<file path="src/design/apb_iob_pkg.sv">
package apb_iob_pkg;

   // Bus widths
   localparam int ADDR_W = 16;             // Byte address
   localparam int DATA_W = 32;
   localparam int STRB_W = DATA_W / 8;     // One strobe per byte

   typedef logic [ADDR_W-1:0] addr_t;
   typedef logic [DATA_W-1:0] data_t;
   typedef logic [STRB_W-1:0] strb_t;

   // Address map
   localparam int SPLIT_BIT = 12;          // Target select bit, set for registers

   // Control register bank
   localparam int    REG_IDX_W    = 2;     // Word index from addr[3:2]
   localparam int    REG_ID_IDX   = 3;     // Read-only identification word
   localparam data_t REG_ID_VALUE = 32'hA10B_0C31;

   // APB requester to target
   typedef struct packed {
      logic  sel;
      logic  enable;
      logic  write;
      addr_t addr;
      data_t wdata;
      strb_t strb;
   } apb_req_t;

   typedef struct packed {
      logic  ready;
      data_t rdata;
   } apb_rsp_t;

   // IOb request, a zero wstrb marks a read
   typedef struct packed {
      logic  avalid;
      addr_t addr;
      data_t wdata;
      strb_t wstrb;
   } iob_req_t;

   typedef struct packed {
      data_t rdata;
      logic  rvalid_nxt;                   // Read data follows next cycle
      logic  ready_nxt;                    // Accepted at the next edge
   } iob_rsp_t;

endpackage

</file>
<file path="src/design/iob_split.sv">
`timescale 1ns/1ps

module iob_split (
   input  logic                  clk_i,
   input  logic                  rst_n_i,
   input  apb_iob_pkg::iob_req_t req_i,       // From the bridge
   output apb_iob_pkg::iob_rsp_t rsp_o,
   output apb_iob_pkg::iob_req_t ram_req_o,   // Low half of the map
   input  apb_iob_pkg::iob_rsp_t ram_rsp_i,
   output apb_iob_pkg::iob_req_t reg_req_o,   // High half of the map
   input  apb_iob_pkg::iob_rsp_t reg_rsp_i
);

   // Offset bits below the select bit
   localparam apb_iob_pkg::addr_t OFFS_MASK =
      apb_iob_pkg::addr_t'((1 << apb_iob_pkg::SPLIT_BIT) - 1);

   logic hit_reg;      // Current request targets the registers
   logic sel_reg_q;    // Choice for the data coming back

   assign hit_reg = req_i.addr[apb_iob_pkg::SPLIT_BIT];

   always_comb begin
      ram_req_o        = req_i;
      reg_req_o        = req_i;
      ram_req_o.addr   = req_i.addr & OFFS_MASK;
      reg_req_o.addr   = req_i.addr & OFFS_MASK;
      ram_req_o.avalid = req_i.avalid & ~hit_reg;
      reg_req_o.avalid = req_i.avalid & hit_reg;
   end

   // Handshake from the addressed target
   always_comb begin
      if (hit_reg) begin
         rsp_o.ready_nxt  = reg_rsp_i.ready_nxt;
         rsp_o.rvalid_nxt = reg_rsp_i.rvalid_nxt;
      end else begin
         rsp_o.ready_nxt  = ram_rsp_i.ready_nxt;
         rsp_o.rvalid_nxt = ram_rsp_i.rvalid_nxt;
      end
      rsp_o.rdata = sel_reg_q ? reg_rsp_i.rdata : ram_rsp_i.rdata;
   end

   // Data lags the handshake by one cycle
   always_ff @(posedge clk_i or negedge rst_n_i) begin
      if (!rst_n_i) begin
         sel_reg_q <= 1'b0;
      end else if (req_i.avalid && rsp_o.ready_nxt) begin
         sel_reg_q <= hit_reg;
      end
   end

   // A waiting request keeps its target
   a_target_stable: assert property (
      @(posedge clk_i) disable iff (!rst_n_i)
      req_i.avalid && !rsp_o.ready_nxt |=> $stable(hit_reg)
   ) else $error("iob_split: target changed while a request was waiting");

endmodule

</file>
<file path="config.mk">
export PLATFORM = sky130hd
export DESIGN_NAME = iob_split
export DESIGN_NICKNAME = d
export VERILOG_FILES = /design/src/design/apb_iob_pkg.sv /design/src/design/iob_split.sv
export SDC_FILE = /design/constraint.sdc
export NUM_CORES = 1
export LEC_CHECK = 0
export BUFFER_PORTS_ARGS = -buffer_cell sky130_fd_sc_hd__buf_2
export CAP_MARGIN = 10
export CORE_AREA = 2 2 103 105
export CTS_CLUSTER_SIZE = 16
export DETAILED_ROUTE_END_ITERATION = 8
export DIE_AREA = 0 0 105 107
export GPL_ROUTABILITY_DRIVEN = 0
export SYNTH_ARGS = -nofsm -noshare
export SYNTH_HDL_FRONTEND = slang
export SYNTH_SLANG_ARGS = --single-unit
</file>
<file path="constraint.sdc">
create_clock -name clk_i -period 2 [get_ports clk_i]
set_clock_uncertainty 0.2 [all_clocks]
set_input_delay 0.1 -clock clk_i [delete_from_list [all_inputs] [get_ports clk_i]]
set_output_delay 0.1 -clock clk_i [all_outputs]
set_load 0.1 [all_outputs]
</file>
# ---- After elaboration in Yosys (flattened, before gate mapping)
# Cells that the tools add are included.
dict set report word_totals {
  regBits 1
  out_inout_bits 140
  in_bits 123
}
dict set report op_classes {
  n_mux 2
  reduce_logical 1
  n_bitwise 3
}
# operator n
set ops {}
lappend ops {{$mux 32} 1}
lappend ops {{$and 1x1->1} 2}
lappend ops {{$mux 2} 1}
lappend ops {{$logic_and 1x1->1} 1}
lappend ops {{$not 1->1} 1}

# ---- Longest topological paths before layout
dict set report depth {
  depth_word 2
  depth_mapped 3
  mapped_depth_nobuf 2
}

# ---- Worst setup path after synthesis
# OpenSTA, ideal clock, no wires.
dict set report synth_path {
  kind {input-to-output}
  start {input port req_i[48] in the netlist's numbering}
  end {output port ram_req_o[52] in the netlist's numbering}
  n_path_buf 0
  required_ns 1.700
  slack_ns 0.265
  cell_stages 1
  arrival_time_ns 1.435
  cell_sequence {nor2b_1}
}
dict set report synth_between {
  elab_chain_cells 2
}
# element line_no
set synth_rtl {}
lappend synth_rtl {{start, declared} iob_split.sv:6} ;# input apb_iob_pkg::iob_req_t req_i,
lappend synth_rtl {{$not 1->1} iob_split.sv:28} ;# ram_req_o.avalid = req_i.avalid & ~hit_reg;
lappend synth_rtl {{$and 1x1->1} iob_split.sv:28}
lappend synth_rtl {{end, declared} iob_split.sv:8} ;# output apb_iob_pkg::iob_req_t ram_req_o,
# No other way between the ends.

==> results.sh <==
export IMPL_status="finished clean"
export IMPL_grt_max_degree=21
export IMPL_worst_slack_ns=0.459
export IMPL_drc=0
export IMPL_min_to="reg_req_o[18]"
export IMPL_viasPerCell=2.98
export IMPL_rows=37
export IMPL_ys_seq_area_frac=0.0178
export IMPL_ir_drop_uv=272
export IMPL_top_regs="sel_reg_q (1)"
export IMPL_yosys_warnings=0
export IMPL_final_cell_count_no_fill=294
export IMPL_grt_usage=0.0382
export IMPL_path_buf_inv=2
export IMPL_path_cells="buf_12 -> mux2_4 -> buf_2"
export IMPL_fmax_ghz=0.649
export IMPL_clkSlewWorstSetupHoldPaths_ns=0
export IMPL_dieArea_sq_um=11200
export IMPL_rrSetupSlack_ns=0.68
export IMPL_crit_type="register to output pin"
export IMPL_hold_path_startpoint="req_i[18]"
export IMPL_cp_required_ns=1.70
export IMPL_setup_viol=0
export IMPL_top_register="sel_reg_q"
export IMPL_synth_compound_area_frac=0.0125
export IMPL_drv_cap=0
export IMPL_routed_wl_mm=2.69
export IMPL_die_h_um=107
export IMPL_synthSimpleGateAreaFrac=0.0116
export IMPL_synth_distinct_cells=12
export IMPL_worstHoldPathCells=0
export IMPL_fin_nets=283
export IMPL_placed_area_sq_um=1330
export IMPL_dp_hpwl_mm=2.42
export IMPL_cp_end_kind="output pin"
export IMPL_num_vias=876
export IMPL_core_area_sq_um=10100
export IMPL_die_width_um=105
export IMPL_drive_gt1_frac=0.918
export IMPL_postSynthAreaPerCell_sq_um=9.44
export IMPL_slew_limit_headroom=0.662
export IMPL_synthAdderAreaFrac=0
export IMPL_r2r_cells=3
export IMPL_setup_tns_ns=0
export IMPL_syn_cell_area_sq_um=1410
export IMPL_slowest_stage="buf_2"
export IMPL_tightest_slew_ns=0.511
export IMPL_wl_per_cell_um=9.14
export IMPL_rsz0062_at_grt="false"
export IMPL_syn_inst=149
export IMPL_place_port_buffers=107
export IMPL_power_leakage_nw=0.775
export IMPL_diodes=0
export IMPL_synthXorXnorAreaFrac=0
export IMPL_largest_reg_flops=1
export IMPL_min_period_over_period=0.771
export IMPL_power_density_nw_per_um2=776
export IMPL_placed_cells_incl_taps=293
export IMPL_ys_ff_latch=1
export IMPL_grt_pass1_vias=834
export IMPL_critical_path_max_stage_delay_ns=0.43
export IMPL_pre_cts_slack_ns=0.448
export IMPL_ios=263
export IMPL_ant_nets=0
export IMPL_drv_slew=0
export IMPL_r2r_end="sel_reg_q"
export IMPL_synth_top_family_by_area="buffers and inverters"
export IMPL_postCtsSetupBuffers=0
export IMPL_first_pass_iters=2
export IMPL_grt_pass1_wl_mm=3.60
export IMPL_cp_top_family="buffers and inverters"
export IMPL_areaGrowthSynthToFinish_pct=-4.89
export IMPL_cp_data_arrival_time_ns=1.24
export IMPL_synth_mux_area_frac=0.350
export IMPL_holdCritPathClass="primary input to output pin"
export IMPL_globalRouteOverflowTotal=0
export IMPL_layout_min_cycle_time_ns=1.54
export IMPL_hold_viol=0
export IMPL_initial_core_util=0.139
export IMPL_drt_initial_drc_count=8
export IMPL_grt_antenna_before_repair=0
export IMPL_final_cell_area_sq_um=1340
export IMPL_path_max_fanout=20
export IMPL_insertion_delay_ns=0
export IMPL_cp_start_kind="register"
export IMPL_r2r_start="sel_reg_q"
[Yosys cell counts]
master   count  share of area
nor2b_1      1         0.0045
mux2_2       5          0.040
nand2_1      1         0.0027
dfrtp_1      1          0.018
mux2_4      29           0.31
buf_6        1         0.0080
a21o_2       1         0.0062
buf_12       3          0.043
buf_4      104           0.56
a22o_1       1         0.0062
and2_1       1         0.0045
conb_1       1         0.0027
[worst register-to-register path, stage by stage, from the launching register on]
cell and delay [ns]:
dfrtp_2 0.42, buf_12 0.17, a21o_2 0.19, a22o_1 0.23
[area by class of cell]
class                   instances  area (sq um)
multi-input cells              47           556
flip-flops and latches          1          26.3
well taps                     136           170
fillers                      1175          8750
repair buffers                110           586
[cells in the final DEF, fill, tap and decap left out]
cell             n
and2_1           1
buf_2          107
a21o_2           1
dlygate4sd3_1    1
nor2b_1          1
conb_1           8
dfrtp_2          1
a22o_1           1
mux2_2           5
mux2_4          29
nand2_1          1
buf_12           2
[power by group]
| part | leakage [nW] | switching (mW) | internal [mW] | total (mW) |
|---|---|---|---|---|
| clock | 0 | 0 | 0 | 0 |
| sequential | 0.00974 | 0.00410 | 0.0235 | 0.0276 |
| combinational | 0.765 | 0.769 | 0.242 | 1.01 |
[cells by family (layout without fill, tap and decap cells)]
logic type	count (synthesis)	after routing
AO/OA/AOI/OAI	2	2
buffers and inverters	108	110
flip-flops	1	1
multiplexers	34	34
other	1	8
AND/OR/NAND/NOR	3	3
[per-layer routing]
layer | routed length (um) | track usage | share of wire
met5 | 0 | 0 | 0
met4 | 150 | 0.0238 | 0.056
met3 | 480 | 0.0140 | 0.18
met2 | 1180 | 0.0733 | 0.44
met1 | 876 | 0.0336 | 0.33
[worst max-delay path by stage]
| stage | startpoint | endpoint | slack, ns | cells after the start |
|---|---|---|---|---|
| after floorplan | req_i[48] | ram_req_o[52] | 0.26 | 1 |
| after global placement | sel_reg_q | rsp_o[11] | 0.46 | 3 |
| after detailed placement | sel_reg_q | rsp_o[11] | 0.45 | 3 |
| after CTS | sel_reg_q | rsp_o[11] | 0.45 | 3 |
| after global routing | sel_reg_q | rsp_o[9] | 0.43 | 3 |
| final | sel_reg_q | rsp_o[11] | 0.46 | 3 |
[timing repair]
| action | in CTS | in global routing |
|---|---|---|
| hold buffers | 1 | 0 |
| hold endpoints to repair | 1 | 0 |
| resized for setup | 0 | 0 |
[through the flow]
stage	util	hold WS, ns	power (mW)
floorplan	-	-0.396	1.82
global placement	0.132	-0.318	1.04
detailed placement	0.132	-0.316	1.04
CTS	0.133	0.000994	1.05
global route	0.133	0.000224	1.07
finish	0.133	0.0000478	1.04
(Power assumes the default switching activity.)
