File: src/design/apb_iob_pkg.sv
package apb_iob_pkg;

   // Bus widths
   localparam int ADDR_W = 16;             // Byte address
   localparam int DATA_W = 32;
   localparam int STRB_W = DATA_W / 8;     // One strobe per byte

   typedef logic [ADDR_W-1:0] addr_t;
   typedef logic [DATA_W-1:0] data_t;
   typedef logic [STRB_W-1:0] strb_t;

   // Address map
   localparam int SPLIT_BIT = 12;          // Target select bit, set for registers

   // Control register bank
   localparam int    REG_IDX_W    = 2;     // Word index from addr[3:2]
   localparam int    REG_ID_IDX   = 3;     // Read-only identification word
   localparam data_t REG_ID_VALUE = 32'hA10B_0C31;

   // APB requester to target
   typedef struct packed {
      logic  sel;
      logic  enable;
      logic  write;
      addr_t addr;
      data_t wdata;
      strb_t strb;
   } apb_req_t;

   typedef struct packed {
      logic  ready;
      data_t rdata;
   } apb_rsp_t;

   // IOb request, a zero wstrb marks a read
   typedef struct packed {
      logic  avalid;
      addr_t addr;
      data_t wdata;
      strb_t wstrb;
   } iob_req_t;

   typedef struct packed {
      data_t rdata;
      logic  rvalid_nxt;                   // Read data follows next cycle
      logic  ready_nxt;                    // Accepted at the next edge
   } iob_rsp_t;

endpackage

File: src/design/iob_regbank.sv
`timescale 1ns/1ps

module iob_regbank #(
   parameter int WAIT_CYC = 1                   // Cycles of avalid before ready
) (
   input  logic                  clk_i,
   input  logic                  rst_n_i,
   input  apb_iob_pkg::iob_req_t req_i,
   output apb_iob_pkg::iob_rsp_t rsp_o
);

   localparam int CNT_W = (WAIT_CYC > 0) ? $clog2(WAIT_CYC + 1) : 1;
   localparam int IDX_W = apb_iob_pkg::REG_IDX_W;
   localparam logic [IDX_W-1:0] ID_IDX = IDX_W'(apb_iob_pkg::REG_ID_IDX);

   apb_iob_pkg::data_t regs_q [apb_iob_pkg::REG_ID_IDX];   // Writable words only
   apb_iob_pkg::data_t rdata_q;
   apb_iob_pkg::data_t rd_word;
   logic [CNT_W-1:0]   wait_cnt_q;
   logic [IDX_W-1:0]   reg_idx;
   logic               ready_nxt;
   logic               is_read;

   assign reg_idx   = req_i.addr[IDX_W+1:2];
   assign is_read   = ~|req_i.wstrb;
   assign ready_nxt = req_i.avalid && (wait_cnt_q == CNT_W'(WAIT_CYC));

   // Counts cycles of a pending request
   always_ff @(posedge clk_i or negedge rst_n_i) begin
      if (!rst_n_i) begin
         wait_cnt_q <= '0;
      end else if (!req_i.avalid) begin
         wait_cnt_q <= '0;
      end else if (!ready_nxt) begin
         wait_cnt_q <= wait_cnt_q + 1'b1;
      end
   end

   always_ff @(posedge clk_i or negedge rst_n_i) begin
      if (!rst_n_i) begin
         for (int r = 0; r < apb_iob_pkg::REG_ID_IDX; r++) begin
            regs_q[r] <= '0;
         end
      end else if (ready_nxt && reg_idx < ID_IDX) begin
         for (int b = 0; b < apb_iob_pkg::STRB_W; b++) begin
            if (req_i.wstrb[b]) begin
               regs_q[reg_idx][8*b +: 8] <= req_i.wdata[8*b +: 8];
            end
         end
      end
   end

   // ID word is a constant, writes to it fall away
   always_comb begin
      rd_word = apb_iob_pkg::REG_ID_VALUE;
      if (reg_idx != ID_IDX) begin
         rd_word = regs_q[reg_idx];
      end
   end

   always_ff @(posedge clk_i or negedge rst_n_i) begin
      if (!rst_n_i) begin
         rdata_q <= '0;
      end else if (ready_nxt && is_read) begin
         rdata_q <= rd_word;
      end
   end

   always_comb begin
      rsp_o.ready_nxt  = ready_nxt;
      rsp_o.rvalid_nxt = ready_nxt & is_read;
      rsp_o.rdata      = rdata_q;
   end

endmodule

File: config.mk
export PLATFORM = sky130hd
export DESIGN_NAME = iob_regbank
export DESIGN_NICKNAME = d
export VERILOG_FILES = /design/src/design/apb_iob_pkg.sv /design/src/design/iob_regbank.sv
export SDC_FILE = /design/constraint.sdc
export NUM_CORES = 1
export LEC_CHECK = 0
export BUFFER_PORTS_ARGS = -buffer_cell sky130_fd_sc_hd__buf_2
export CAP_MARGIN = 10
export CORE_AREA = 2 2 102 104
export DETAILED_ROUTE_END_ITERATION = 10
export DIE_AREA = 0 0 104 106
export GPL_TIMING_DRIVEN = 0
export PLACE_DENSITY = 0.82
export REMOVE_ABC_BUFFERS = 1
export SYNTH_ARGS = -nofsm -noshare
export SYNTH_HDL_FRONTEND = slang
export SYNTH_SLANG_ARGS = --single-unit
File: constraint.sdc
create_clock -name clk_i -period 4.27 [get_ports clk_i]
set_input_delay 0.427 -clock clk_i [delete_from_list [all_inputs] [get_ports clk_i]]
set_output_delay 0.427 -clock clk_i [all_outputs]
set_load 0.01 [all_outputs]
Word-level counts from Yosys, hierarchy flattened
Index checks and enable logic that the tools add are counted.

storage, ports and cells
  register bits after elaboration = 129
  bits in latches = 0
  bits in writable memories = 0
  ROM bits = 0
  output and inout port bits = 34
  logic and storage cells = 44
  memories = 0

cells by class
  add/subtract/negate cells = 1
  multipliers = 0
  div/mod/pow operators = 0
  magnitude comparators = 3
  eq/ne operators = 2
  shift operators = 0
  multiplexer cells = 25
  bitwise gates (word level) = 2
  reductions and logical operators = 6

operator list
  operator                                                              number
  96-bit 2-to-1 mux                                                     7
  96-bit bitwise mux                                                    4
  32-bit demux with 2-bit select                                        4
  32-bit 2-to-1 mux                                                     4
  32-bit binary-select mux with 2-bit select                            1
  24-bit 2-to-1 mux                                                     1
  16-bit 2-to-1 mux                                                     1
  8-bit 2-to-1 mux                                                      1
  1-bit logical AND                                                     4
  2-bit inequality test, second input constant                          2
  4-bit OR reduction                                                    1
  3-bit greater-or-equal comparator, second input constant              1
  3-bit by 1-bit < comparator with 1-bit output, second input constant  1
  2-bit inverter with 3-bit output                                      1
  2-bit < comparator, second input constant                             1
  1-bit 2-to-1 mux                                                      2
  1-bit adder, second input constant                                    1
  1-bit bitwise AND                                                     1
  1-bit zero test                                                       1

Depth between registers and ports, before layout
  word-level depth = 16
  mapped depth = 5
  depth with buffers taken out = 3

Worst setup path before layout
No wires, ideal clock.

  path kind = input port to flip-flop
  start point = input port req_i[38] (netlist bit)
  end point = register regs_q[16] (netlist bit)
  setup time = 125 ps
  arrival = 1400 ps
  path slack = 2746 ps
  cell stages on the path = 5
  path buffers = 2
  cell sequence = buf_2 > nand2b_1 > buf_2 > nor2_4 > mux2_2

on the way
  longest elaborated chain between the ends = 13

RTL lines
  element                                                 RTL line           RTL
  from (decl)                                             iob_regbank.sv:8   input apb_iob_pkg::iob_req_t req_i,
  2-bit inverter with 3-bit output (not written as such)  iob_regbank.sv:47  regs_q[reg_idx][8*b +: 8] <= req_i.wdata[8*b +: 8];
  32-bit demux with 2-bit select                          iob_regbank.sv:47
  96-bit bitwise mux                                      iob_regbank.sv:47
  96-bit 2-to-1 mux                                       iob_regbank.sv:46  if (req_i.wstrb[b]) begin
  96-bit 2-to-1 mux                                       iob_regbank.sv:44  end else if (ready_nxt && reg_idx < ID_IDX) begin
  96-bit bitwise mux                                      iob_regbank.sv:47
  96-bit 2-to-1 mux                                       iob_regbank.sv:46
  96-bit 2-to-1 mux                                       iob_regbank.sv:44
  96-bit bitwise mux                                      iob_regbank.sv:47
  96-bit 2-to-1 mux                                       iob_regbank.sv:46
  96-bit 2-to-1 mux                                       iob_regbank.sv:44
  96-bit bitwise mux                                      iob_regbank.sv:47
  96-bit 2-to-1 mux                                       iob_regbank.sv:46
  to (signal, indexed assignment)                         iob_regbank.sv:47
  to (decl)                                               iob_regbank.sv:16  apb_iob_pkg::data_t regs_q [apb_iob_pkg::REG_ID_IDX];

Parallel ways exist; a longest one is shown, timed or not. The select of a mux whose other input is x is not followed.
A chain may end at the register's enable or synchronous reset.

==> results.sh <==
export IMPL_place_ws_ns=1.426
export IMPL_num_vias=3319
export IMPL_synth_edf_count=0
export IMPL_arrival_ns=2.00
export IMPL_pwr_share_clk_pct=36.7
export IMPL_numPortBuffers=74
export IMPL_p_sw_uw=838.3
export IMPL_gp_congestion=0.7595
export IMPL_worstSetupPathType="flip-flop to output pin"
export IMPL_synth_cell_area_sq_um=5776
export IMPL_area_growth_pct=17.70
export IMPL_viasPerCell=5.532
export IMPL_track_usage_pct=21.03
export IMPL_core_sq_um=10000
export IMPL_cts_root_buf="clkbuf_8"
export IMPL_hpwlAfterDp_microns=6729
export IMPL_whs_ns=0.08554
export IMPL_intPower_uw=2606
export IMPL_maxCapViolations=0
export IMPL_cts_max_level=4
export IMPL_dp_cells=568
export IMPL_drt_iter0_drc=87
export IMPL_drc=0
export IMPL_clk_latency_ns=0.51
export IMPL_synth_seq_cells=129
export IMPL_path_clk_slew_ns=0.05
export IMPL_place_area_sq_um=6250
export IMPL_leakage_uw=0.003329
export IMPL_grt_remaining_overflow=0
export IMPL_clock_sinks=129
export IMPL_synth_seq_area_share_pct=55.89
export IMPL_cp_slowest_cell="nand2_4"
export IMPL_cp_cell_sequence="and2_1 > nand2_4 > inv_1 > buf_2"
export IMPL_power_density_nw_per_um2=506.7
export IMPL_synth_cell_types=24
export IMPL_fp_row_count=37
export IMPL_fin_ws_ns=1.845
export IMPL_die_area_sq_um=11020
export IMPL_fin_crit_sh_pct=56.78
export IMPL_nets=508
export IMPL_rsz0062_at_grt="false"
export IMPL_hold_path_class="primary input to flip-flop"
export IMPL_cts_setup_buffers=0
export IMPL_synth_top_area_share_pct=55.89
export IMPL_ios=89
export IMPL_crit_buf_inv=2
export IMPL_min_period_ns=2.425
export IMPL_cp_top_family="simple AND/OR/NAND/NOR gates"
export IMPL_fmax_mhz=412.4
export IMPL_cts_tree="done"
export IMPL_setup_tns_ns=0
export IMPL_avgSynthCellArea_sq_um=15.36
export IMPL_slowest_delay_ns=0.46
export IMPL_die_h_microns=106
export IMPL_grt_max_degree=104
export IMPL_fin_worst_skew_ns=0.008435
export IMPL_power_frac_comb_pct=16.2
export IMPL_finalHoldViolations=0
export IMPL_worst_slew_pin_slew_ns=0.8844
export IMPL_final_max_slew_viol_count=0
export IMPL_numCtsBuffers=17
export IMPL_path_max_fanout=33
export IMPL_drive_above_1_share_pct=51.62
export IMPL_yosys_warnings=0
export IMPL_ys_flop_type="dfrtp_1"
export IMPL_dieWidth_microns=104
export IMPL_synthCells=376
export IMPL_cp_required_ns=3.84
export IMPL_ys_top_cells_by_area="dfrtp_1 (56%), mux2_2 (18%), mux2_4 (7.5%)"
export IMPL_cts_buffer_depth=2
export IMPL_drtAntennaViolNets=0
export IMPL_post_drt_wl_per_cell_microns=18.15
export IMPL_outcome="complete, no violations"
export IMPL_antenna_found_initial=1
export IMPL_grt_pass1_vias=3511
export IMPL_synth_top_area_cell="dfrtp_1"
export IMPL_final_area_sq_um=6798
export IMPL_stdcell_count=600
export IMPL_synthArstFlopShare_pct=100.0
export IMPL_start_util_pct=57.76
export IMPL_setup_worst_path_start_class="flip-flop"
export IMPL_p_seq_share_pct=47.1
export IMPL_firstDrtPassIters=4
export IMPL_finalSetupViolCount=0
export IMPL_ir_drop_v=0.0002701
export IMPL_swShare_pct=24.34
export IMPL_relSlewSlack_pct=41.04
export IMPL_grt_first_pass_wirelength_microns=17730
export IMPL_wirelength_microns=10890
export IMPL_endpoint_kind="output pin"
[per-layer routing]
metal  vias up  part of all wire [%]  GRT usage, %
met5         -                     0             0
met3        16                   4.1         5.763
met4         0                   1.7         8.880
li1       1535                     -             -
met1      1704                    45         26.70
met2        64                    49         34.26
[cells in the final DEF (no fill, tap or decap)]
cell / n
dfrtp_1: 129
mux2_2: 91
buf_2: 73
mux2i_1: 32
mux2_4: 29
o2bb2ai_1: 21
o21ai_0: 20
clkbuf_16: 16
mux2_1: 8
clkinv_2: 5
nand3_2: 4
nand3_1: 4
nor2_4: 4
nor2_8: 4
clkbuf_8: 3
clkbuf_1: 3
o21ai_1: 2
nand2b_1: 2
buf_16: 2
diode_2: 1
and2_1: 1
nor4_4: 1
nand2_4: 1
inv_1: 1
nor2b_2: 1
nor2_2: 1
clkinvlp_4: 1
bufinv_16: 1
dlygate4sd3_1: 1
buf_6: 1
buf_12: 1
[power groups by stage]
stage	clock (uW)	combinational (uW)	sequential, uW
finish	1260	559	1620
global route	1350	615	1650
CTS	1290	569	1620
detailed placement	0	565	1640
global placement	0	534	1620
floorplan	0	361	1630
[flip-flops by register name, summed over array words and instances, names as in the netlist]
| name | count |
|---|---|
| regs_q | 96 |
| rdata_q | 32 |
| wait_cnt_q | 1 |
[stage by stage]
step           utilization (%)  total power [uW]
6_report                 67.98              3445
5_1_grt                  67.96              3615
4_1_cts                  67.76              3478
3_5_place_dp             62.50              2204
3_3_place_gp             61.86              2155
2_1_floorplan                -              1990
[layout make-up]
| cell class | count | area [sq um] |
|---|---|---|
| Sequential cell | 129 | 3228 |
| Fill cell | 706 | 3202 |
| Multi-Input combinational cell | 226 | 2416 |
| Timing Repair Buffer | 78 | 461.7 |
| Clock buffer | 22 | 452.9 |
| Tap cell | 136 | 170.2 |
| Clock inverter | 7 | 62.56 |
| Inverter | 1 | 3.754 |
| Antenna cell | 1 | 2.502 |
[worst register-to-register path, cell delays in order (launching register included)]
cell,delay (ns)
dfrtp_1,0.39
and2_1,0.36
nand2_4,0.46
mux2_4,0.46
[cells by family (layout without fill, tap and decap cells)]
logic type | count (synthesis) | count (layout) | synth area share [%]
buffers and inverters | 21 | 108 | 2.318
AOI/OAI and AO/OA | 43 | 43 | 5.091
other | 0 | 1 | 0
and+or+nand+nor | 23 | 23 | 4.311
muxes | 160 | 160 | 32.39
DFF | 129 | 129 | 55.89
[cell usage after synthesis, types with 5 or more instances]
master and n:
buf_2 5, buf_4 5, clkbuf_1 5, dfrtp_1 129
mux2_1 8, mux2_2 91, mux2_4 29, mux2i_1 32
o21ai_0 20, o2bb2ai_1 21
[final timing paths]
| kind | start | endpoint | slack [ns] | cells after the start |
|---|---|---|---|---|
| worst max register to register | wait_cnt_q | rdata_q[2] | 2.48 | 3 |
| worst max-delay path | wait_cnt_q | rsp_o[1] | 1.85 | 4 |
| min in group asynchronous | rst_n_i | rdata_q[1] | 0.35 | 2 |
| max in group asynchronous | rst_n_i | regs_q[12] | 3.12 | 3 |
| worst min register to register | regs_q[50] | regs_q[50] | 0.49 | 1 |
| worst min-delay path | req_i[52] | wait_cnt_q | 0.09 | 1 |
[repair_timing]
item / in CTS / in global routing
hold buffers: 1 / 0
resized for setup: 0 / 0
endpoints found under the hold margin: 26 / 0
No activity file was read; power rests on OpenSTA's default activity.
