<file path="src/design/apb_iob_pkg.sv">
package apb_iob_pkg;

   // Bus widths
   localparam int ADDR_W = 16;             // Byte address
   localparam int DATA_W = 32;
   localparam int STRB_W = DATA_W / 8;     // One strobe per byte

   typedef logic [ADDR_W-1:0] addr_t;
   typedef logic [DATA_W-1:0] data_t;
   typedef logic [STRB_W-1:0] strb_t;

   // Address map
   localparam int SPLIT_BIT = 12;          // Target select bit, set for registers

   // Control register bank
   localparam int    REG_IDX_W    = 2;     // Word index from addr[3:2]
   localparam int    REG_ID_IDX   = 3;     // Read-only identification word
   localparam data_t REG_ID_VALUE = 32'hA10B_0C31;

   // APB requester to target
   typedef struct packed {
      logic  sel;
      logic  enable;
      logic  write;
      addr_t addr;
      data_t wdata;
      strb_t strb;
   } apb_req_t;

   typedef struct packed {
      logic  ready;
      data_t rdata;
   } apb_rsp_t;

   // IOb request, a zero wstrb marks a read
   typedef struct packed {
      logic  avalid;
      addr_t addr;
      data_t wdata;
      strb_t wstrb;
   } iob_req_t;

   typedef struct packed {
      data_t rdata;
      logic  rvalid_nxt;                   // Read data follows next cycle
      logic  ready_nxt;                    // Accepted at the next edge
   } iob_rsp_t;

endpackage

</file>
<file path="src/design/apb2iob.sv">
`timescale 1ns/1ps

module apb2iob (
   input  logic                  clk_i,
   input  logic                  rst_n_i,
   input  apb_iob_pkg::apb_req_t apb_req_i,   // From the APB requester
   output apb_iob_pkg::apb_rsp_t apb_rsp_o,
   output apb_iob_pkg::iob_req_t iob_req_o,   // To the IOb targets
   input  apb_iob_pkg::iob_rsp_t iob_rsp_i
);

   logic phase_q;    // Set while the transfer is with the target
   logic phase_d;
   logic ready_q;    // Registered APB ready
   logic ready_d;
   logic ack_nxt;    // Target done in the next cycle

   // Writes finish on ready, reads once data is on its way
   assign ack_nxt = apb_req_i.write ? iob_rsp_i.ready_nxt : iob_rsp_i.rvalid_nxt;

   always_comb begin
      phase_d = phase_q;
      ready_d = 1'b0;
      case (phase_q)
         1'b0: begin
            if (apb_req_i.sel) begin             // Setup cycle seen
               phase_d = 1'b1;
            end
         end
         default: begin
            if (!apb_req_i.enable || ready_q) begin
               phase_d = 1'b0;                   // Access done or abandoned
            end else begin
               ready_d = ack_nxt;                // Still waiting on target
            end
         end
      endcase
   end

   always_ff @(posedge clk_i or negedge rst_n_i) begin
      if (!rst_n_i) begin
         phase_q <= 1'b0;
         ready_q <= 1'b0;
      end else begin
         phase_q <= phase_d;
         ready_q <= ready_d;
      end
   end

   // Request follows the phase, fields pass straight through
   always_comb begin
      iob_req_o.avalid = phase_q;
      iob_req_o.addr   = apb_req_i.addr;
      iob_req_o.wdata  = apb_req_i.wdata;
      iob_req_o.wstrb  = apb_req_i.write ? apb_req_i.strb : '0;   // Reads carry no strobes
   end

   always_comb begin
      apb_rsp_o.ready = ready_q;
      apb_rsp_o.rdata = iob_rsp_i.rdata;                     // Target output is registered
   end

   // A request to a target only exists inside a selected APB transfer
   a_avalid_in_sel: assert property (
      @(posedge clk_i) disable iff (!rst_n_i)
      iob_req_o.avalid |-> apb_req_i.sel
   ) else $error("apb2iob: avalid high without sel");

   // Ready answers an access phase
   a_ready_in_enable: assert property (
      @(posedge clk_i) disable iff (!rst_n_i)
      apb_rsp_o.ready |-> apb_req_i.enable
   ) else $error("apb2iob: ready high outside the access phase");

endmodule

</file>
<file path="config.mk">
export PLATFORM = sky130hd
export DESIGN_NAME = apb2iob
export DESIGN_NICKNAME = d
export VERILOG_FILES = /design/src/design/apb_iob_pkg.sv /design/src/design/apb2iob.sv
export SDC_FILE = /design/constraint.sdc
export NUM_CORES = 1
export LEC_CHECK = 0
export BUFFER_PORTS_ARGS = -buffer_cell sky130_fd_sc_hd__buf_2
export CAP_MARGIN = 20
export CORE_AREA = 2 2 69 71
export CTS_CLUSTER_DIAMETER = 100
export DETAILED_ROUTE_END_ITERATION = 7
export DIE_AREA = 0 0 71 73
export GPL_ROUTABILITY_DRIVEN = 0
export PLACE_DENSITY = 0.7
export SLEW_MARGIN = 20
export SYNTH_ARGS = -nofsm -noshare
export SYNTH_HDL_FRONTEND = slang
export SYNTH_SLANG_ARGS = --single-unit
</file>
<file path="constraint.sdc">
create_clock -name clk_i -period 1.2 [get_ports clk_i]
set_input_delay 0.24 -clock clk_i [delete_from_list [all_inputs] [get_ports clk_i]]
set_output_delay 0.24 -clock clk_i [all_outputs]
set_load 0.005 [all_outputs]
</file>
# Word level (Yosys, flattened, before mapping)
# Index checks and enable logic that the tools add are counted.
# Widths: inputs -> output; s select.
dict set report classes {
  add_sub_neg 0
  multipliers 0
  n_div 0
  n_lt_le_gt_ge 0
  eq_ne 0
  shift 0
  muxes 7
  bitwise 0
  n_reduce_logical 2
}
# op n
set op_table {}
lappend op_table {{$mux 1} 6}
lappend op_table {{$mux 4} 1}
lappend op_table {{$logic_not 1->1} 1}
lappend op_table {{$logic_or 1x1->1} 1}
dict set report totals {
  regBits 2
  latchBits 0
  ramBits 0
  romBits 0
  input_bits 91
  out_inout_bits 86
  wordCells 11
  n_memories 0
}

# Depth between registers and ports, before layout
# Gate-level depths: netlist of run 1.
dict set report logic_depth {
  ltp_word 4
  mapped_depth 2
  mapped_depth_nobuf 2
}

# Least setup slack after synthesis of run 1
# Ideal clock, no wire load.
dict set report synth_path {
  kind {reg2out}
  from {reg phase_q}
  to {out iob_req_o[52] (netlist name)}
  arrival_time_ps 490
  t_required_ps 960
  path_slack_ps 470
  stages_incl_launch_ff 2
  n_path_buf 1
  cell_sequence {dfrtp_1 buf_4}
}
# element line_no
set synth_rtl {}
lappend synth_rtl {{from (decl)} apb2iob.sv:12} ;# logic phase_q;
lappend synth_rtl {{from (signal assigned)} apb2iob.sv:45} ;# phase_q <= phase_d;
lappend synth_rtl {{to (decl)} apb2iob.sv:8} ;# output apb_iob_pkg::iob_req_t iob_req_o,
# No word-level cell between the ends.

# Worst setup path in the final report of run 1
dict set report layout_path {
  from {reg phase_q}
  to {out iob_req_o[52] (netlist name)}
}
# No word-level cell between the ends.

==> impl_metrics.csv, run 1 <==
group,metric,value,unit
run_status,status,"finished clean",
finish,nFillCells,526,
floorplanning,core_area,4540,µm²
cts,clockBufferDepth,2,
setup_path,cp_slowest_cell,"dfrtp_1",
cts,post_cts_resized,0,
logic_synthesis,synth_adder_area_share,0,%
drt,drt_iter0_markers,1,
global_routing,grt_use_met1,0.412,%
floorplanning,fp.dieW,71,µm
global_routing,grt_max_degree,6,
cts,numCtsBuffers,3,
placement,preCtsSetupSlack,0.272,ns
timing,setup_ws,0.239,ns
timing,slew_viol_final,0,
setup_path,crit_path_max_fanout,3,
cts,clkSlewWorstSetupHoldPaths,0.03,ns
drt,ant_nets,0,
logic_synthesis,synth.ff_latch_count,2,
global_routing,gr-total-overflow,0,
drt,num_vias,278,
setup_path,required,0.96,ns
global_routing,grt_antenna_before_repair,0,
placement,port_buffers,16,
logic_synthesis,synth-xor-area-share,0,%
timing,hold_viol_final,0,
floorplanning,start_util,16.0,%
setup_path,arrival,0.72,ns
setup_path,critPathBufInv,1,
setup_path,crit_chain,"buf_2",
timing,timing.fmax,1.04,GHz
run,drv_cap,0,
logic_synthesis,yosys_warnings,0,
finish,nets,124,
logic_synthesis,synth.net_count,184,
finish,final_common_cell,"buf_2",
logic_synthesis,ys_seq_area_share,6.90,%
drt,drtPass1Iterations,2,
cts,htreeDepth,1,
timing,rsz0062_at_grt,"no",
finish,multi_input_comb_area,56.3,µm²
cts,cts_setup_buffers,0,
power_and_ir_drop,ir_worst_vdd,169,µV
setup_path,cp-start-kind,"flip-flop",
timing,slew_headroom,92.2,%
setup_path,cp-end-kind,"output pin",
cts,cts_tree,"yes",
timing,period_share,80.1,%
global_routing,grt_pass1_vias,355,
setup_path,critical_path_class,"flip-flop to output pin",
floorplanning,die_y,73,µm
finish,antenna_cells,0,
logic_synthesis,syn_inst,93,
placement,place_hpwl,1050,µm
drt,wl,1310,µm
global_routing,grt_pass1_wl,1750,µm
setup_path,cp_slowest_stage_delay,0.38,ns
setup_path,critical-path-top-delay-family,"flip-flops",
floorplanning,rows,25,
logic_synthesis,synth_simple_gate_area_share,5.69,%
logic_synthesis,synthDistinctLibCells,8,
finish,drive_gt1_share,74.2,%
global_routing,met3_usage,6.22,%
power_and_ir_drop,leakagePower,0.149,nW
timing,min_period,0.961,ns
logic_synthesis,synth_top_family_by_area,"buffers and inverters",
logic_synthesis,synthMuxAreaShare,1.38,%
power_and_ir_drop,powerDensity,1310,nW/µm²
drt,post_drt_wl_per_cell,15.4,µm
finish,final_cell_mix,"16 x buf_2, 4 x and2_2, 3 x clkbuf_8, 2 x dfrtp_1",
cts,cts_root_buf,"clkbuf_8",
timing,setup_viol,0,
drt,drc,0,
floorplanning,ioPinCount,177,
floorplanning,dieArea,5180,µm²
cts,cts_num_sinks,2,
global_routing,grtUsageMet2,6.85,%
drt,routed_via_density,3.27,
global_routing,top_usage_layer,"met4",
hold_path,holdCritPathClass,"input port to flip-flop",
timing,fin_skew,0.000477,ns
global_routing,grt_use_total,4.78,%
logic_synthesis,avgSynthCellArea,7.80,µm²
finish,seq_area,50.0,µm²
cts,clkLatencyLatePin,0.21,ns
timing,tightest_slew,0.114,ns
cts,ctsHoldBuffers,1,
logic_synthesis,netlist_area,726,µm²
timing,tns,0,ns
finish,syn2layout_area_growth,-57.4,%
logic_synthesis,synth_compound_area_share,0.690,%
## cell usage after synthesis
| library cell | n | area (µm²) |
|---|---|---|
| nand3b_1 | 1 | 7.51 |
| dfrtp_1 | 2 | 50.1 |
| and2_2 | 4 | 30.0 |
| o21ai_0 | 1 | 5.00 |
| buf_4 | 82 | 616 |
| mux2i_1 | 1 | 10.0 |
| nor2_1 | 1 | 3.75 |
| inv_1 | 1 | 3.75 |
## registers in the layout, indices dropped and copies added (netlist names)
register	cells
phase_q	1
ready_q	1
## area by class of cell
cell class	count	share of cell area, %
inverters	1	1.21
well taps	54	21.9
repair buffers	17	29.1
multi-input cells	8	18.2
flip-flops and latches	2	16.2
clock buffers	3	13.4
## path summary, 6_finish.rpt
| check | startpoint | endpoint | slack [ns] | cells after the start |
|---|---|---|---|---|
| worst max-delay path | phase_q$_DFF_PN0_ | iob_req_o[52] | 0.24 | 1 |
| worst min-delay path | iob_rsp_i[1] | ready_q$_DFF_PN0_ | 0.28 | 3 |
| worst max register to register | ready_q$_DFF_PN0_ | ready_q$_DFF_PN0_ | 0.48 | 2 |
| worst min register to register | phase_q$_DFF_PN0_ | phase_q$_DFF_PN0_ | 0.49 | 1 |
| max in group asynchronous | rst_n_i | phase_q$_DFF_PN0_ | 0.76 | 2 |
| min in group asynchronous | rst_n_i | ready_q$_DFF_PN0_ | 0.34 | 2 |
## metrics by stage
| stage | utilization, % | hold WS [ns] | power [W] | cells | cell area, µm² |
|---|---|---|---|---|---|
| final | 6.81 | 0.279 | 0.000404 | 85 | 309 |
| after global routing | 6.81 | 0.301 | 0.000431 | 85 | 309 |
| after CTS | 6.81 | 0.280 | 0.000414 | 85 | 309 |
| after detailed placement | 5.68 | 0.0265 | 0.000135 | 81 | 258 |
| after global placement | 5.68 | 0.0235 | 0.000133 | 81 | 258 |
| after floorplan | - | -0.0556 | 0.000325 | 93 | 726 |
## kinds of logic after synthesis
family	Yosys count
AND/OR/NAND/NOR	6
multiplexers	1
AO/OA/AOI/OAI	1
flip-flops	2
buffers and inverters	83
## routing by layer
metal | vias up | share of wire (%) | wire length (µm)
met3 | 40 | 31 | 405
met2 | 71 | 42 | 553
met4 | 0 | 18 | 242
met5 | - | 0 | 0
met1 | 92 | 8.3 | 108
li1 | 75 | - | -
## power by group
part	total [W]	internal, W	switching, W
Clock	0.000269	0.000212	0.0000567
Combinational	0.0000536	0.0000331	0.0000206
Sequential	0.0000815	0.0000762	0.00000532
Note: power is estimated with default switching activity, not from simulation.
==> inputs of run 2 (changes only) <==
CORE_AREA = 2 2 68 70   (was 2 2 69 71)
DIE_AREA = 0 0 70 72   (was 0 0 71 73)
PLACE_DENSITY = 0.72   (was 0.7)
clock period = 0.98 ns   (was 1.2 ns; I/O delays follow)
==> run 2 against run 1 <==
Against the previous run: first-iteration DRC count rose to 4.0 times the previous value; non-clock buffer count stayed put; clock power up 17%; largest cell class unchanged; die area fell by 2.8%; via count down 3.2%; cell count decreased by 2.4%.
==> impl_metrics.csv, run 2 (synthesized netlist as in run 1, its figures left out) <==
group,metric,value,unit
power_and_ir_drop,ir_worst_vdd,208,µV
timing,slew_headroom,92.0,%
timing,setup_ws,0.0714,ns
finish,multi_input_comb_area,56.3,µm²
timing,min_period,0.909,ns
finish,nets,124,
global_routing,grt_antenna_before_repair,0,
floorplanning,ioPinCount,177,
finish,drive_gt1_share,74.2,%
floorplanning,dieArea,5040,µm²
timing,rsz0062_at_grt,"no",
timing,tightest_slew,0.117,ns
setup_path,arrival,0.71,ns
finish,largestRegisters,"phase_q: 1 flops, ready_q: 1 flops",
finish,syn2layout_area_growth,-57.8,%
global_routing,grt_use_total,5.23,%
drt,met2_length,518,µm
floorplanning,rows,24,
drt,drc,0,
global_routing,grt_pass1_vias,335,
timing,setup_viol,0,
setup_path,critical-path-top-delay-family,"flip-flops",
setup_path,cp-start-kind,"flip-flop",
drt,drt-met1-wl,119,µm
cts,post_cts_resized,0,
floorplanning,die_y,72,µm
drt,routed_via_density,3.24,
timing,timing.fmax,1.10,GHz
finish,antenna_cells,0,
cts,clkSlewWorstSetupHoldPaths,0.03,ns
placement,place_hpwl,1150,µm
cts,cts_tree,"yes",
setup_path,crit_chain,"buf_2",
placement,place_area,255,µm²
global_routing,grt_pass1_wl,1810,µm
drt,ant_nets,0,
timing,period_share,92.7,%
placement,preCtsSetupSlack,0.158,ns
setup_path,critPathBufInv,1,
run,drv_cap,0,
floorplanning,start_util,17.0,%
setup_path,required,0.78,ns
drt,drtPass1Iterations,2,
drt,top_layer,"met4",
cts,clkLatencyLatePin,0.21,ns
timing,fin_skew,0.00155,ns
drt,num_vias,269,
global_routing,grt_max_degree,6,
finish,final_common_cell,"buf_2",
timing,tns,0,ns
floorplanning,fp.dieW,70,µm
setup_path,cp_slowest_stage_delay,0.38,ns
finish,seq_area,50.0,µm²
global_routing,gr-total-overflow,0,
setup_path,critical_path_class,"flip-flop to output pin",
drt,drt_iter0_markers,4,
drt,met3_length,556,µm
timing,slew_viol_final,0,
finish,design_area,307,µm²
finish,final_cell_mix,"16 x buf_2, 4 x and2_2, 3 x clkbuf_8, 2 x dfrtp_1",
finish,nFillCells,509,
timing,hold_viol_final,0,
placement,port_buffers,16,
power_and_ir_drop,total_power,0.000480,W
cts,clockBufferDepth,2,
power_and_ir_drop,powerDensity,1560,nW/µm²
drt,post_drt_wl_per_cell,17.0,µm
run_status,status,"finished clean",
setup_path,crit_path_max_fanout,3,
floorplanning,core_area,4260,µm²
cts,cts_num_sinks,2,
power_and_ir_drop,leakagePower,0.149,nW
hold_path,holdCritPathClass,"input port to flip-flop",
setup_path,cp_slowest_cell,"dfrtp_1",
cts,numCtsBuffers,3,
setup_path,cp-end-kind,"output pin",
cts,htreeDepth,1,
cts,cts_root_buf,"clkbuf_8",
drt,wl,1410,µm
[run 2: path summary, 6_finish.rpt]
| kind | from | end | slack [ns] | cells past startpoint |
|---|---|---|---|---|
| worst max-delay path | phase_q$_DFF_PN0_ | iob_req_o[52] | 0.07 | 1 |
| worst min-delay path | iob_rsp_i[1] | ready_q$_DFF_PN0_ | 0.25 | 3 |
| worst max register to register | ready_q$_DFF_PN0_ | ready_q$_DFF_PN0_ | 0.27 | 2 |
| worst min register to register | phase_q$_DFF_PN0_ | phase_q$_DFF_PN0_ | 0.48 | 1 |
| max in group asynchronous | rst_n_i | ready_q$_DFF_PN0_ | 0.56 | 2 |
| min in group asynchronous | rst_n_i | phase_q$_DFF_PN0_ | 0.33 | 2 |
[run 2: repair_timing]
action	CTS	global route
endpoints found under the hold margin	2	0
buffers inserted	0	0
hold buffers	1	0
[run 2: metal layers]
layer	up-vias	track usage (%)
met1	84	0.840
met2	74	6.03
met3	36	9.17
li1	75	-
met4	0	9.83
met5	-	0
[run 2: layout make-up]
type                            instances  share of cell area [%]
Clock buffer                            3                    13.5
Inverter                                1                    1.22
Multi-Input combinational cell          8                    18.4
Sequential cell                         2                    16.3
Tap cell                               52                    21.2
Timing Repair Buffer                   17                    29.4
[run 2: where the power goes]
part	total, W	switching [W]	internal [W]
clock	0.000315	0.0000559	0.000259
sequential	0.0000991	0.00000582	0.0000933
combinational	0.0000658	0.0000253	0.0000405
[run 2: stage by stage]
stage / cells / utilization [%] / hold WS, ns
final: 83 / 7.19 / 0.252
after global routing: 83 / 7.19 / 0.280
after CTS: 83 / 7.19 / 0.254
after detailed placement: 79 / 5.99 / -0.0161
after global placement: 79 / 5.99 / -0.0195
after floorplan: 93 / - / -0.0996
==> inputs of run 3 (changes only) <==
--- a/config.mk
+++ b/config.mk
@@ -14,3 +14,4 @@
 export GPL_ROUTABILITY_DRIVEN = 0
-export PLACE_DENSITY = 0.72
+export PLACE_DENSITY_LB_ADDON = 0.12
+export SETUP_SLACK_MARGIN = 0.2
 export SLEW_MARGIN = 20
--- a/constraint.sdc
+++ b/constraint.sdc
@@ -3,2 +3,2 @@
 set_output_delay 0.196 -clock clk_i [all_outputs]
-set_load 0.005 [all_outputs]
+set_load 0.05 [all_outputs]
==> run 3 against run 2 <==
Against the previous run: core utilization grew 1.9 points; sequential share of layout area shrank 3.4 points; clock skew grew 0.0023 ns; register-to-register slack lost 0.13 ns; critical path type unchanged; critical endpoint is now apb_rsp_o[32]; largest cell class unchanged.
==> impl_metrics.csv, run 3 (synthesized netlist as in run 1, its figures left out) <==
group,metric,value,unit
drt,drtPass1Iterations,2,
setup_path,worst-path-stages,1,
setup_path,cp-start-kind,"flip-flop",
global_routing,grt_antenna_before_repair,0,
placement,place_area,255,µm²
power_and_ir_drop,ir_worst_vdd,275,µV
finish,nets,125,
finish,largestRegisters,"phase_q: 1 flops, ready_q: 1 flops",
power_and_ir_drop,total_power,0.000613,W
floorplanning,die_y,72,µm
setup_path,crit_end,"apb_rsp_o[32]",
floorplanning,rows,24,
cts,cts_num_sinks,2,
setup_path,regToRegEndpoint,"phase_q$_DFF_PN0_",
setup_path,r2r_slack,0.14,ns
timing,setup_viol,0,
power_and_ir_drop,powerDensity,1590,nW/µm²
cts,cts_root_buf,"clkbuf_8",
run,drv_cap,0,
setup_path,cp-end-kind,"output pin",
global_routing,grt_max_degree,6,
run_status,status,"finished clean",
setup_path,crit_chain,"buf_6",
finish,antenna_cells,0,
timing,fin_skew,0.00389,ns
hold_path,holdCritPathClass,"input port to flip-flop",
timing,slew_viol_final,0,
finish,syn2layout_area_growth,-46.7,%
finish,final_cell_mix,"8 x buf_2, 4 x and2_4, 4 x buf_6, 4 x buf_8, 3 x clkbuf_8",
setup_path,cp_slowest_stage_delay,0.38,ns
finish,nFillCells,498,
setup_path,startpoint,"ready_q$_DFF_PN0_",
cts,clkLatencyLatePin,0.21,ns
finish,final_common_cell,"buf_2",
setup_path,critical-path-top-delay-family,"flip-flops",
timing,rsz0062_at_grt,"yes",
timing,hold_viol_final,0,
timing,slew_headroom,88.1,%
placement,port_buffers,16,
timing,min_period,0.946,ns
cts,numCtsBuffers,3,
setup_path,required,0.78,ns
placement,place_hpwl,1170,µm
cts,clockBufferDepth,2,
timing,period_share,96.5,%
drt,ant_nets,0,
setup_path,arrival,0.75,ns
finish,drive_gt1_share,78.1,%
drt,drt_iter0_markers,4,
drt,post_drt_wl_per_cell,16.5,µm
floorplanning,dieArea,5040,µm²
power_and_ir_drop,leakagePower,0.176,nW
setup_path,reg2reg_depth,3,
global_routing,grt_pass1_wl,1850,µm
floorplanning,core_area,4260,µm²
global_routing,gr-total-overflow,0,
floorplanning,start_util,17.0,%
floorplanning,fp.dieW,70,µm
global_routing,grt_use_total,5.06,%
timing,tns,0,ns
finish,design_area,387,µm²
setup_path,r2r_start,"phase_q$_DFF_PN0_",
cts,htreeDepth,1,
drt,drc,0,
setup_path,critical_path_class,"flip-flop to output pin",
timing,timing.fmax,1.06,GHz
drt,routed_via_density,3.17,
setup_path,crit_path_max_fanout,2,
floorplanning,ioPinCount,177,
drt,num_vias,266,
timing,tightest_slew,0.174,ns
cts,clkSlewWorstSetupHoldPaths,0.03,ns
global_routing,grt_pass1_vias,299,
setup_path,cp_slowest_cell,"dfrtp_1",
setup_path,critPathBufInv,1,
cts,cts_tree,"yes",
drt,wl,1380,µm
==> run 3: cell count changes in the layout (fill, tap and decap cells not counted), sizes merged <==
cell / change
buf: +1
==> run 3: routing by layer <==
metal  vias to the layer above  GRT usage (%)  wire [µm]
li1                         77              -          -
met5                         -              0          0
met4                         0           8.12        189
met1                        96           1.18        131
met2                        65           7.30        602
met3                        28           7.22        461
==> run 3: layout make-up <==
| cell class | count | area [µm²] | share of cell area [%] |
|---|---|---|---|
| repair buffers | 18 | 163 | 42.1 |
| well taps | 52 | 65.1 | 16.8 |
| multi-input cells | 8 | 63.8 | 16.5 |
| flip-flops and latches | 2 | 50.0 | 12.9 |
| clock buffers | 3 | 41.3 | 10.7 |
| inverters | 1 | 3.75 | 0.971 |
==> run 3: worst min path at each step <==
stage,start,endpoint,cells after the start
detailed placement,rst_n_i,phase_q$_DFF_PN0_,1
global placement,rst_n_i,ready_q$_DFF_PN0_,1
finish,apb_req_i[54],phase_q$_DFF_PN0_,3
floorplan,rst_n_i,phase_q$_DFF_PN0_,0
CTS,apb_req_i[53],ready_q$_DFF_PN0_,3
global route,apb_req_i[54],phase_q$_DFF_PN0_,3
==> run 3: stage by stage <==
stage | setup WS, ns | util (%) | instances | hold slack [ns]
after detailed placement | 0.0732 | 5.99 | 79 | -0.0166
after floorplan | 0.238 | - | 93 | -0.0996
after CTS | 0.0151 | 8.83 | 83 | 0.259
final | 0.0338 | 9.07 | 84 | 0.266
after global placement | 0.0739 | 5.99 | 79 | -0.0131
after global routing | 0.00571 | 9.07 | 84 | 0.273
==> run 3: report_power, final <==
part	total [W]	leakage, nW	internal, W	switching, W
clock	0.000324	0.0216	0.000260	0.0000648
combinational	0.000188	0.129	0.0000889	0.0000993
sequential	0.000101	0.0256	0.0000933	0.00000719
==> run 3: what timing repair did <==
action / 4_1_cts / 5_1_grt
endpoints found under the hold margin: 2 / 0
hold buffers: 1 / 0
pin swaps: 1 / 1
buffers inserted: 0 / 1
gates resized for setup: 23 / 1
setup endpoints to repair: 6 / 7
